[src/pulp_soc_cfg.svh]
`ifndef PULP_SOC_CFG_SVH
`define PULP_SOC_CFG_SVH

// host port
`define HOST_IW 8
`define HOST_DW 64

// soc bus
`define BUS_DW 128
`define AXI_AW 32

// remap slots, also the limit on outstanding host accesses
`define ID_TABLE_DEPTH 4

// L2 memory map, banks interleaved on 128-bit words
`define L2_BASE_ADDR 32'h1C00_0000
`define L2_SIZE 65536
`define L2_N_PORTS 2

// in-flight accesses tracked by the bus
`define ORDER_DEPTH 4

`endif

[src/pulp_soc_pkg.sv]
`include "pulp_soc_cfg.svh"

package pulp_soc_pkg;

  typedef enum logic {
    OP_READ  = 1'b0,
    OP_WRITE = 1'b1
  } op_e;

  typedef enum logic {
    RESP_OKAY   = 1'b0,
    RESP_DECERR = 1'b1
  } resp_e;

  // index into the host ID table
  typedef logic [$clog2(`ID_TABLE_DEPTH)-1:0] slot_t;

  typedef struct packed {
    logic                  valid;
    op_e                   op;
    logic [`HOST_IW-1:0]   id;
    logic [`AXI_AW-1:0]    addr;
    logic [`HOST_DW-1:0]   wdata;
    logic [`HOST_DW/8-1:0] wstrb;
  } host_req_t;

  typedef struct packed {
    logic                valid;
    logic [`HOST_IW-1:0] id;
    logic [`HOST_DW-1:0] rdata;
    resp_e               status;
  } host_resp_t;

  // bus side carries the slot instead of the host ID
  typedef struct packed {
    logic                 valid;
    op_e                  op;
    slot_t                slot;
    logic [`AXI_AW-1:0]   addr;
    logic [`BUS_DW-1:0]   wdata;
    logic [`BUS_DW/8-1:0] wstrb;
  } bus_req_t;

  typedef struct packed {
    logic               valid;
    slot_t              slot;
    logic [`BUS_DW-1:0] rdata;
    resp_e              status;
  } bus_resp_t;

endpackage

[src/host_id_remap.sv]
`include "pulp_soc_cfg.svh"

module host_id_remap (
  input  logic                     clk_i,
  input  logic                     reset_i,

  input  pulp_soc_pkg::host_req_t  host_req_i,
  output logic                     host_req_ready_o,
  output pulp_soc_pkg::host_resp_t host_resp_o,
  input  logic                     host_resp_ready_i,

  output pulp_soc_pkg::bus_req_t   bus_req_o,
  input  logic                     bus_req_ready_i,
  input  pulp_soc_pkg::bus_resp_t  bus_resp_i,
  output logic                     bus_resp_ready_o
);

  localparam int unsigned DEPTH    = `ID_TABLE_DEPTH;
  // address bit that picks the 64-bit lane of a bus word
  localparam int unsigned LANE_BIT = $clog2(`HOST_DW / 8);

  logic [DEPTH-1:0]    busy_q;
  logic [`HOST_IW-1:0] id_q [DEPTH];
  logic [DEPTH-1:0]    lane_q;

  pulp_soc_pkg::slot_t free_slot;
  pulp_soc_pkg::slot_t resp_slot;
  logic                any_free;
  logic                req_xfer;
  logic                resp_xfer;

  // scan downward so the lowest free slot is the last one written
  always_comb begin
    free_slot = '0;
    any_free  = 1'b0;
    for (int i = DEPTH - 1; i >= 0; i--) begin
      if (!busy_q[i]) begin
        free_slot = pulp_soc_pkg::slot_t'(i);
        any_free  = 1'b1;
      end
    end
  end

  // request path, same cycle
  always_comb begin
    bus_req_o.valid = host_req_i.valid & any_free;
    bus_req_o.op    = host_req_i.op;
    bus_req_o.slot  = free_slot;
    bus_req_o.addr  = host_req_i.addr;
    bus_req_o.wdata = {{(`BUS_DW - `HOST_DW){1'b0}}, host_req_i.wdata};
    bus_req_o.wstrb = {{(`BUS_DW / 8 - `HOST_DW / 8){1'b0}}, host_req_i.wstrb};
  end

  // stall when the table is full
  assign host_req_ready_o = host_req_i.valid & any_free & bus_req_ready_i;
  assign req_xfer         = host_req_i.valid & host_req_ready_o;

  // response path, restore the host ID and pick the lane
  assign resp_slot        = bus_resp_i.slot;
  assign bus_resp_ready_o = host_resp_ready_i;
  assign resp_xfer        = bus_resp_i.valid & host_resp_ready_i;

  always_comb begin
    host_resp_o.valid  = bus_resp_i.valid;
    host_resp_o.id     = id_q[resp_slot];
    host_resp_o.status = bus_resp_i.status;
    if (lane_q[resp_slot]) begin
      host_resp_o.rdata = bus_resp_i.rdata[`BUS_DW-1 -: `HOST_DW];
    end else begin
      host_resp_o.rdata = bus_resp_i.rdata[`HOST_DW-1:0];
    end
  end

  // a freed slot is always busy, so it never collides with the allocated one
  always_ff @(posedge clk_i) begin
    if (reset_i) begin
      busy_q <= '0;
    end else begin
      if (resp_xfer) begin
        busy_q[resp_slot] <= 1'b0;
      end
      if (req_xfer) begin
        busy_q[free_slot] <= 1'b1;
      end
    end
  end

  always_ff @(posedge clk_i) begin
    if (req_xfer) begin
      id_q[free_slot]   <= host_req_i.id;
      lane_q[free_slot] <= host_req_i.addr[LANE_BIT];
    end
  end

  // whatever answers downstream must name a slot handed out here
  a_resp_slot_busy: assert property (@(posedge clk_i) disable iff (reset_i)
    bus_resp_i.valid |-> busy_q[bus_resp_i.slot])
    else $error("response for idle slot %0d", bus_resp_i.slot);

endmodule

[config.mk]
export PLATFORM = sky130hd
export DESIGN_NAME = host_id_remap
export DESIGN_NICKNAME = d
export VERILOG_FILES = /design/src/pulp_soc_pkg.sv /design/src/host_id_remap.sv
export VERILOG_INCLUDE_DIRS = /design/src /design/src/src
export SDC_FILE = /design/constraint.sdc
export NUM_CORES = 1
export LEC_CHECK = 0
export BUFFER_PORTS_ARGS = -buffer_cell sky130_fd_sc_hd__buf_2
export CORE_AREA = 2 2 194 196
export CTS_CLUSTER_SIZE = 16
export DETAILED_ROUTE_END_ITERATION = 8
export DIE_AREA = 0 0 196 198
export PLACE_DENSITY_LB_ADDON = 0.15
export SETUP_SLACK_MARGIN = 0.2
export SYNTH_ARGS = -nofsm -noshare
export SYNTH_HDL_FRONTEND = slang
export SYNTH_SLANG_ARGS = --single-unit
[constraint.sdc]
create_clock -name clk_i -period 2.5 [get_ports clk_i]
set_input_delay 0.25 -clock clk_i [delete_from_list [all_inputs] [get_ports clk_i]]
set_output_delay 0.25 -clock clk_i [all_outputs]
set_load 0.01 [all_outputs]
==> qor.csv <==
metric;value;unit
number of I/O pins;506;
Clk pin slew, worst setup/hold paths;0.06;ns
Critical Path End Type;output pin;
die width;196;um
Final setup viols;0;
hold buffer count at cts;0;
fmax;0.4601;GHz
Final GP Congestion;0.6433;
commonest non-fill, non-tap cells in the layout;223 x buf_2, 72 x conb_1, 61 x mux2_4;
Synth Cell Area;3909;um^2
RSZ-0062 raised after global routing;no;
CP peak stage delay;0.41;ns
Synth area leader;buf_4;
initial drt markers;59;
Cell Pwr Density;432.0;nW/um^2
Min-Delay Path Class;input pin to flip-flop;
WL per Instance;16.84;um
Core ar.;36960;um^2
drt drc;0;
endpoints failing hold;0;
Total Wirelength;15810;um
adder-cell area share of the yosys netlist;0;
reg2reg setup slack;0.67;ns
DRT Pass-1 Iters;4;
DP HPWL;13100;um
Max FO, Critical Path;11;
maximum vdd drop;260.2;uV
clk_lat worst skew;0.28;ns
Compound-Gate Fraction of Synth Area;0.01408;
layout cell share with drive strength beyond 1;0.6961;
number of fill cells;4227;
CP required;2.25;ns
main flop type after synthesis;edfxtp_1;
CTS max path bufs;2;
Mean Syn Cell Area;11.70;um^2
IO buf count;223;
register area share after synthesis;0.2971;
vias in the first global route;2557;
Post-Synthesis Cells;334;
Post-Layout Inst Area;4860;um^2
Max Clock Skew;0.006171;ns
top cells by area, synth;buf_4 35%, edfxtp_1 28%, mux2_4 23%;
worst path cell trace;mux2i_4 > buf_12 > mux2_2 > mux2_4 > buf_2;
FP Rows;71;
Yosys cell types;24;
fin nets;713;
most common cell after layout, fill and taps aside;buf_2;
max cap viols;0;
placed cells;923;
initial antenna violation count;4;
worst setup margin;0.3265;ns
multiplexer share of the synthesized area;0.2961;
overall global routing resource usage;0.07482;
status;finished, final reports clean;
fin crit period;2.173;ns
Post-Synth XOR/XNOR Area;0;
Synth Area in Simple Gates;0.02081;
Num CTS Buffers;5;
main combinational cell family by area after synthesis;buffers and inverters;
Starting Density;0.1058;
CTS Sinks;40;
ANT nets after route;0;
Slew Limit Fails;0;
final period utilization;0.8694;
Arr. time, crit path;1.92;ns
Clk Tree Root Cell;clkbuf_16;
placed inst area;4562;um^2
largest net degree at the start of global routing;19;
Fin Hold WS;0.1878;ns
Synth-to-Final Area Change;24.33;%
Post-Layout Cell Count;939;
Slowest cell on crit path;edfxtp_1;
TNS Setup;0;ns
Congestion Overflow GR;0;
post-synth top area share;0.3457;
total number of yosys warnings;0;
# H-tree levels;2;
Yosys reg bits;40;
async set or reset register ratio after synthesis;0;
Die ar.;38810;um^2
first-pass GRT wire length;20180;um
DR vias/cell;2.818;
Static Leakage;2.312;nW
kind of critical path;flip-flop to output pin;
vias;2646;
Worst setup SP type;flip-flop;
Post-synth EDFFs;36;
pre-CTS setup slack;0.3091;ns
CTS tree;done;
Die Height;198;um
final timing paths:
| check | startpoint | end | cells past startpoint |
|---|---|---|---|
| setup / recovery | lane_q[3] | host_resp_o[28] | 5 |
| hold / removal | host_req_i[111] | id_q[2][7] | 1 |
| setup reg to reg | busy_q[0] | id_q[3][0] | 4 |
| hold reg to reg | busy_q[3] | busy_q[3] | 2 |
critical path, delay by kind of cell, from the launching register on:
| kind | cells | cell delay, ns |
|---|---|---|
| buf+inv | 2 | 0.29 |
| flops | 1 | 0.41 |
| mux | 3 | 0.95 |
metrics by stage:
stage | utilization | power (mW)
floorplan | - | 1.354
CTS | 0.1309 | 2.140
global route | 0.1314 | 2.204
finish | 0.1315 | 2.099
global placement | 0.1234 | 1.402
detailed placement | 0.1234 | 1.392
cell usage after synthesis, types with 3 or more instances:
library cell    n
buf_4         180
nor2_1          6
dfxtp_1         4
mux2_4         60
buf_6           7
a21oi_1         4
mux2_2          5
edfxtp_1       36
nand2_1         5
mux4_2          8
inv_1           3
state kept, by name, summed over array words and instances (netlist names):
name and flops:
lane_q 4, busy_q 4, id_q 32
layout make-up:
cell class	count	area, um^2	area share
diodes	1	2.502	0.0005149
repair buffers	239	1324	0.2724
multi-input cells	174	1604	0.3301
flip-flops and latches	40	1161	0.2389
well taps	474	593.1	0.1220
inverters	3	11.26	0.002317
clock buffers	6	128.9	0.02652
clock inverters	2	35.03	0.007209
power breakdown:
| group | internal, mW | total, mW | switching [mW] |
|---|---|---|---|
| Sequential | 0.741 | 0.746 | 0.00502 |
| Clock | 0.469 | 0.707 | 0.238 |
| Combinational | 0.332 | 0.646 | 0.314 |
cell families after synthesis:
logic type / after synthesis
AO/OA/AOI/OAI: 9
buffers and inverters: 192
flip-flops: 40
multiplexers: 75
other: 1
AND/OR/NAND/NOR: 17
metal layers:
metal | up-vias | routed length, um | global-route usage
met4 | 2 | 245 | 0.01571
met3 | 29 | 1966 | 0.04071
met5 | - | 9 | 0
li1 | 1145 | - | -
met2 | 249 | 7474 | 0.1235
met1 | 1221 | 6113 | 0.08521
repair_timing:
action,in CTS,in global routing
pin swaps,0,0
gates resized for setup,4,0
setup buffers,5,1
setup endpoints to repair,16,26
cloned,1,0
(Power assumes the default switching activity.)
