### src/pulp_soc_cfg.svh
`ifndef PULP_SOC_CFG_SVH
`define PULP_SOC_CFG_SVH

// host port
`define HOST_IW 8
`define HOST_DW 64

// soc bus
`define BUS_DW 128
`define AXI_AW 32

// remap slots, also the limit on outstanding host accesses
`define ID_TABLE_DEPTH 4

// L2 memory map, banks interleaved on 128-bit words
`define L2_BASE_ADDR 32'h1C00_0000
`define L2_SIZE 65536
`define L2_N_PORTS 2

// in-flight accesses tracked by the bus
`define ORDER_DEPTH 4

`endif

### src/pulp_soc_pkg.sv
`include "pulp_soc_cfg.svh"

package pulp_soc_pkg;

  typedef enum logic {
    OP_READ  = 1'b0,
    OP_WRITE = 1'b1
  } op_e;

  typedef enum logic {
    RESP_OKAY   = 1'b0,
    RESP_DECERR = 1'b1
  } resp_e;

  // index into the host ID table
  typedef logic [$clog2(`ID_TABLE_DEPTH)-1:0] slot_t;

  typedef struct packed {
    logic                  valid;
    op_e                   op;
    logic [`HOST_IW-1:0]   id;
    logic [`AXI_AW-1:0]    addr;
    logic [`HOST_DW-1:0]   wdata;
    logic [`HOST_DW/8-1:0] wstrb;
  } host_req_t;

  typedef struct packed {
    logic                valid;
    logic [`HOST_IW-1:0] id;
    logic [`HOST_DW-1:0] rdata;
    resp_e               status;
  } host_resp_t;

  // bus side carries the slot instead of the host ID
  typedef struct packed {
    logic                 valid;
    op_e                  op;
    slot_t                slot;
    logic [`AXI_AW-1:0]   addr;
    logic [`BUS_DW-1:0]   wdata;
    logic [`BUS_DW/8-1:0] wstrb;
  } bus_req_t;

  typedef struct packed {
    logic               valid;
    slot_t              slot;
    logic [`BUS_DW-1:0] rdata;
    resp_e              status;
  } bus_resp_t;

endpackage

### src/dw_upsizer.sv
`include "pulp_soc_cfg.svh"

module dw_upsizer (
  input  pulp_soc_pkg::bus_req_t  narrow_req_i,
  output logic                    narrow_req_ready_o,
  output pulp_soc_pkg::bus_resp_t narrow_resp_o,
  input  logic                    narrow_resp_ready_i,

  output pulp_soc_pkg::bus_req_t  wide_req_o,
  input  logic                    wide_req_ready_i,
  input  pulp_soc_pkg::bus_resp_t wide_resp_i,
  output logic                    wide_resp_ready_o
);

  localparam int unsigned NSTRB    = `HOST_DW / 8;
  localparam int unsigned LANE_BIT = $clog2(NSTRB);

  logic               lane;
  logic [`HOST_DW-1:0] narrow_data;
  logic [NSTRB-1:0]   narrow_strb;

  // only the low half of the narrow word carries data
  assign narrow_data = narrow_req_i.wdata[`HOST_DW-1:0];
  assign narrow_strb = narrow_req_i.wstrb[NSTRB-1:0];
  assign lane        = narrow_req_i.addr[LANE_BIT];

  always_comb begin
    wide_req_o.valid = narrow_req_i.valid;
    wide_req_o.op    = narrow_req_i.op;
    wide_req_o.slot  = narrow_req_i.slot;
    wide_req_o.addr  = narrow_req_i.addr;
    // same data in both lanes, strobes decide which one lands
    wide_req_o.wdata = {2{narrow_data}};
    if (lane) begin
      wide_req_o.wstrb = {narrow_strb, {NSTRB{1'b0}}};
    end else begin
      wide_req_o.wstrb = {{NSTRB{1'b0}}, narrow_strb};
    end
  end

  assign narrow_req_ready_o = wide_req_ready_i;

  // full word goes back, the remapper knows the lane per slot
  always_comb begin
    narrow_resp_o.valid  = wide_resp_i.valid;
    narrow_resp_o.slot   = wide_resp_i.slot;
    narrow_resp_o.rdata  = wide_resp_i.rdata;
    narrow_resp_o.status = wide_resp_i.status;
  end

  assign wide_resp_ready_o = narrow_resp_ready_i;

endmodule

### config.mk
export PLATFORM = sky130hd
export DESIGN_NAME = dw_upsizer
export DESIGN_NICKNAME = d
export VERILOG_FILES = /design/src/pulp_soc_pkg.sv /design/src/dw_upsizer.sv
export VERILOG_INCLUDE_DIRS = /design/src /design/src/src
export SDC_FILE = /design/constraint.sdc
export NUM_CORES = 1
export LEC_CHECK = 0
export BUFFER_PORTS_ARGS = -buffer_cell sky130_fd_sc_hd__buf_2
export CAP_MARGIN = 20
export CORE_AREA = 2 2 245 247
export DETAILED_ROUTE_END_ITERATION = 10
export DIE_AREA = 0 0 247 249
export SLEW_MARGIN = 0
export SYNTH_ARGS = -nofsm -noshare
export SYNTH_HDL_FRONTEND = slang
export SYNTH_SLANG_ARGS = --single-unit
### constraint.sdc
create_clock -name vclk -period 0.8
set_input_delay 0.04 -clock vclk [all_inputs]
set_output_delay 0.04 -clock vclk [all_outputs]
set_load 0.02 [all_outputs]
==> impl_metrics.tcl, run 1 <==
set metrics [dict create \
    status "finished, final reports clean" \
    critical_path.cell_chain "buf_2 > and2b_1 > buf_2" \
    finalWeightedCongestion 0.476 \
    drive_above_1_share_pct 61.9 \
    floorplan.initialDensity_pct 4.01 \
    max_cap_violations 0 \
    worstPathArrival_ns 0.61 \
    synthToLayoutAreaGrowth_pct -48.9 \
    worstPathRequired_ns 0.76 \
    maximum_number_of_pins_on_one_net_before_global_route_repair 18 \
    grt_pass1_wl_um 12900 \
    period_share_pct 81.6 \
    antenna_violations_before_repair 1 \
    first_global_vias 794 \
    seq_area_sq_um 0 \
    layout_min_cycle_time_ns 0.653 \
    die_width_um 247 \
    drt_wl_total_um 12100 \
    core_region_area_sq_um 58700 \
    io_pins 628 \
    totalNegativeSetupSlack_ns 0 \
    crit_path_start "narrow_req_i[147]" \
    timing.fmax_mhz 1530 \
    worstHoldPathCells 0 \
    grt_setup_unrepaired "false" \
    final-setup-viol-count 0 \
    syn_avg_cell_area_sq_um 7.48 \
    numPortBuffers 26 \
    timing_max_transition_violations_final 0 \
    crit_type "input port to primary output" \
    ctsHoldBuffers 0 \
    postLayoutSetupSlackWorst_ns 0.147 \
    netlist-cell-type-count 5 \
    powerDensity_nw_per_um2 143 \
    post_drt_via_cell_ratio 0.823 \
    slew_headroom_pct 87.7 \
    detail_route.iter0.violations 8 \
    design.die.area_sq_um 61500 \
    power.static_leakage_nw 0.173 \
    timing.critical_path.mode_cell "sky130_fd_sc_hd__buf_2" \
    hold-path-endpoint "wide_req_o[153]" \
    crit_path_start_kind "input port" \
    seq_cell_count 0 \
    sequential_cell_area_fraction_in_the_yosys_report_pct 0 \
    synth.yosys.warnings 0 \
    synth_area_sq_um 2360 \
    synth_fp_nets 629 \
    worstHoldStart "narrow_req_i[153]" \
    via_count 671 \
    grt.total_usage_pct 3.53 \
    place_worst_setup_slack_ns 0.122 \
    cts_post_setup_buffers_inserted 0 \
    antenna_cells 0 \
    hold_viol 0 \
    overflow 0 \
    worstPathMaxFanout 17 \
    cts-resized-gates 0 \
    cp_slowest_stage_delay_ns 0.20 \
    worst_ir_drop_vdd_mv 0.111 \
    final.clkbuf_count 0 \
    die_h_um 249 \
    num_rows 89 \
    worst_slew_pin_slew_ns 0.185 \
    num-nets-final 358 \
    critPathSlowestCell "sky130_fd_sc_hd__and2b_1" \
    drc 0 \
    critPathCaptureType "primary output" \
    detail_route.wl_per_cell_um 14.9 \
    syn-instance-count 315 \
    route.antenna.remaining_nets 0 \
    min_path_type "input port to primary output" \
    drt_pass1_iterations 2 \
]
-- logic make-up (layout without fill, tap and decap cells) --
logic type | after synthesis | after routing | share of synthesized area [%]
buffers and inverters | 299 | 26 | 95.4
AND/OR/NAND/NOR | 16 | 16 | 4.57
-- metrics by stage --
step	utilization, %	cells	area, sq um	power [mW]	hold WS (ns)
after floorplan	-	315	2360	2.27	0.193
after global placement	2.05	815	1200	0.177	0.0801
after detailed placement	2.05	815	1200	0.177	0.0801
after CTS	2.05	815	1200	0.177	0.0801
after global routing	2.05	815	1200	0.192	0.0800
final	2.05	815	1200	0.173	0.0800
-- layout make-up --
cell class,count,area (sq um)
fill,6995,57500
multi-input combinational,16,108
tap,773,967
timing repair buffer,26,130
-- cells in the mapped netlist --
master                      n  share of area, %
sky130_fd_sc_hd__and2_1     8               2.1
sky130_fd_sc_hd__and2b_1    6               1.9
sky130_fd_sc_hd__buf_4    298                95
sky130_fd_sc_hd__buf_6      1              0.48
sky130_fd_sc_hd__nor2b_1    2              0.53
-- worst max-delay path: cells and delay by family --
family        cells  cell delay [ns]
buf+inv           2             0.36
simple gates      1             0.20
-- worst max-delay path by stage --
stage	end	slack, ns	depth (start not counted)
2_1_floorplan	wide_req_o[6]	0.30	2
3_3_place_gp	wide_req_o[4]	0.13	3
3_5_place_dp	wide_req_o[4]	0.12	3
4_1_cts	wide_req_o[4]	0.12	3
5_1_grt	wide_req_o[4]	0.1	3
6_report	wide_req_o[4]	0.15	3
-- where the power goes --
part           total, mW  switching (mW)  internal, mW
registers              0               0             0
logic              0.173           0.105        0.0678
clock network          0               0             0
-- placed cells by master (no fill, tap or decap) --
master,synthesis,routed
sky130_fd_sc_hd__and2b_1,6,6
sky130_fd_sc_hd__buf_2,0,26
sky130_fd_sc_hd__nor2b_1,2,2
sky130_fd_sc_hd__and2_1,8,8
-- metal layers --
| layer | up-vias | share of wire [%] | global-route usage [%] |
|---|---|---|---|
| li1 | 100 | - | - |
| met1 | 159 | 5.8 | 0.539 |
| met2 | 262 | 42 | 5.50 |
| met3 | 150 | 37 | 5.53 |
| met4 | 0 | 15 | 4.82 |
| met5 | - | 0 | 0 |
(Power assumes the default switching activity.)
==> run 2: changes to the inputs <==
ABC_AREA = 1   (was unset)
CORE_AREA = 2 2 242 244   (was 2 2 245 247)
DIE_AREA = 0 0 244 246   (was 0 0 247 249)
==> impl_metrics.tcl, run 2 <==
set metrics [dict create \
    route.antenna.remaining_nets 0 \
    core_region_area_sq_um 57400 \
    die_h_um 246 \
    numPortBuffers 26 \
    most_common_cell_in_the_synthesized_netlist "sky130_fd_sc_hd__buf_4" \
    area_of_the_multi_input_gates_sq_um 65.1 \
    netlist.top_cell.by_area "sky130_fd_sc_hd__buf_4" \
    worstPathMaxFanout 17 \
    worst_ir_drop_vdd_mv 0.0951 \
    num-nets-final 374 \
    seq_cell_count 0 \
    detail_route.iter0.violations 13 \
    overflow 0 \
    place_worst_setup_slack_ns 0.106 \
    floorplan.initialDensity_pct 4.16 \
    antenna_cells 0 \
    drc 0 \
    drt_wl_total_um 8330 \
    timing.fmax_mhz 1480 \
    num_rows 88 \
    detailedPlacementHpwl_um 6970 \
    powerDensity_nw_per_um2 155 \
    crit_path_start "narrow_req_i[147]" \
    detail_route.wl_per_cell_um 10.1 \
    die_width_um 244 \
    drt-met1-wl_um 405 \
    status "finished, final reports clean" \
    timing_max_transition_violations_final 0 \
    power.static_leakage_nw 0.254 \
    p_clk_share_pct 0 \
    combPwrFrac_pct 100.0 \
    final.clkbuf_count 0 \
    layout_min_cycle_time_ns 0.677 \
    top_layer_used "met4" \
    grt_pass1_wl_um 9110 \
    cts-resized-gates 0 \
    first_global_vias 746 \
    amount_of_wire_on_met2_after_detailed_routing_um 3860 \
    synth_area_sq_um 2380 \
    finalWeightedCongestion 0.429 \
    grt_setup_unrepaired "false" \
    syn_avg_cell_area_sq_um 7.18 \
    synth.yosys.warnings 0 \
    synth_compound_area_share_pct 0 \
    cts_post_setup_buffers_inserted 0 \
    synth_fp_nets 646 \
    path_delay_family "buffers and inverters" \
    via_count 740 \
    seq_area_sq_um 0 \
    worstHoldStart "wide_resp_i[102]" \
    post_route_cell_area_sq_um 1210 \
    synth_top_family_by_area "buffers and inverters" \
    net_switching_power_figure_mw 0.127 \
    min_path_type "input port to primary output" \
    synth_mux_area_share_pct 0 \
    internal-power_mw 0.0603 \
    place_area_sq_um 1210 \
    syn-instance-count 332 \
    critPathSlowestCell "sky130_fd_sc_hd__buf_2" \
    hold_viol 0 \
    ctsHoldBuffers 0 \
    post_synth_and_or_nand_nor_area_fraction_pct 2.73 \
    max_cap_violations 0 \
    postLayoutSetupSlackWorst_ns 0.123 \
    antenna_violations_before_repair 2 \
    timing.critical_path.mode_cell "sky130_fd_sc_hd__buf_2" \
    design.die.area_sq_um 60000 \
    sequential_cell_area_fraction_in_the_yosys_report_pct 0 \
    met3_length_um 2110 \
    final-setup-viol-count 0 \
    netlist.area_leader.share_pct 93.8 \
    slew_headroom_pct 80.3 \
    cp_slowest_stage_delay_ns 0.27 \
    synth_adder_area_share_pct 0 \
    synthToLayoutAreaGrowth_pct -49.2 \
    post_drt_via_cell_ratio 0.899 \
    drt_pass1_iterations 4 \
    critPathCaptureType "primary output" \
    worstPathRequired_ns 0.76 \
    worstPathArrival_ns 0.64 \
    grt.total_usage_pct 2.39 \
    commonest_cells_after_routing_fill_and_taps_aside "sky130_fd_sc_hd__buf_2 (26), sky130_fd_sc_hd__inv_1 (16), sky130_fd_sc_hd__nand2_1 (8)" \
    netlist_top_cells_count "sky130_fd_sc_hd__buf_4 (298), sky130_fd_sc_hd__inv_1 (16), sky130_fd_sc_hd__nand2_1 (8)" \
    drive_above_1_share_pct 48.3 \
    post-layout-total-power_mw 0.188 \
    maximum_number_of_pins_on_one_net_before_global_route_repair 18 \
    crit_type "input port to primary output" \
    worst_slew_pin_slew_ns 0.295 \
    io_pins 628 \
    power_switching_share_pct 67.9 \
    netlist-cell-type-count 6 \
    critical_path.cell_chain "buf_2 > nand2_1 > inv_1 > buf_2" \
    period_share_pct 84.6 \
    sequentialPowerShare_pct 0 \
    crit_path_start_kind "input port" \
    synth_area_in_xor_xnor_pct 0 \
    post_synth_main_area_contributors "sky130_fd_sc_hd__buf_4 (94%), sky130_fd_sc_hd__inv_1 (2.5%), sky130_fd_sc_hd__nand2_1 (1.3%)" \
    timing.critical_path.buf_inv 3 \
    layout.cells.most_common "sky130_fd_sc_hd__buf_2" \
    totalNegativeSetupSlack_ns 0 \
    num-fill-cells 6857 \
]
==> run 2: changes by cell type in the layout (fill, tap and decap cells not counted), sizes merged <==
cell,previous run,this run
nor2b,2,0
and2,8,0
inv,0,16
nor2,0,8
nand2,0,8
and2b,6,0
==> run 2: per-layer routing <==
| layer | GRT usage, % | vias to the layer above |
|---|---|---|
| li1 | - | 132 |
| met1 | 0.170 | 187 |
| met2 | 3.95 | 262 |
| met3 | 2.32 | 159 |
| met4 | 5.76 | 0 |
| met5 | 0 | - |
==> run 2: through the flow <==
step	util, %	hold WS (ns)	std cells
after floorplan	-	0.183	332
after global placement	2.11	0.0801	823
after detailed placement	2.11	0.0801	823
after CTS	2.11	0.0801	823
after global routing	2.11	0.0800	823
final	2.11	0.0800	823
==> run 2: kinds of logic after synthesis <==
group | Yosys count
and+or+nand+nor | 16
buffers and inverters | 316
==> run 2: power groups by stage <==
stage	Sequential [mW]	Clock [mW]	Combinational [mW]
2_1_floorplan	0	0	2.29
3_3_place_gp	0	0	0.189
3_5_place_dp	0	0	0.191
4_1_cts	0	0	0.191
5_1_grt	0	0	0.200
6_report	0	0	0.188
==> run 2: area by class of cell <==
class | instances | area share (%)
timing repair buffer | 26 | 10.7
inverter | 16 | 4.95
tap | 765 | 78.9
multi-input combinational | 16 | 5.37
==> run 2: worst paths after layout <==
check / depth (start not counted) / slack, ns / to
worst max-delay path: 4 / 0.12 / wide_req_o[11]
worst min-delay path: 0 / 0.08 / narrow_resp_o[102]
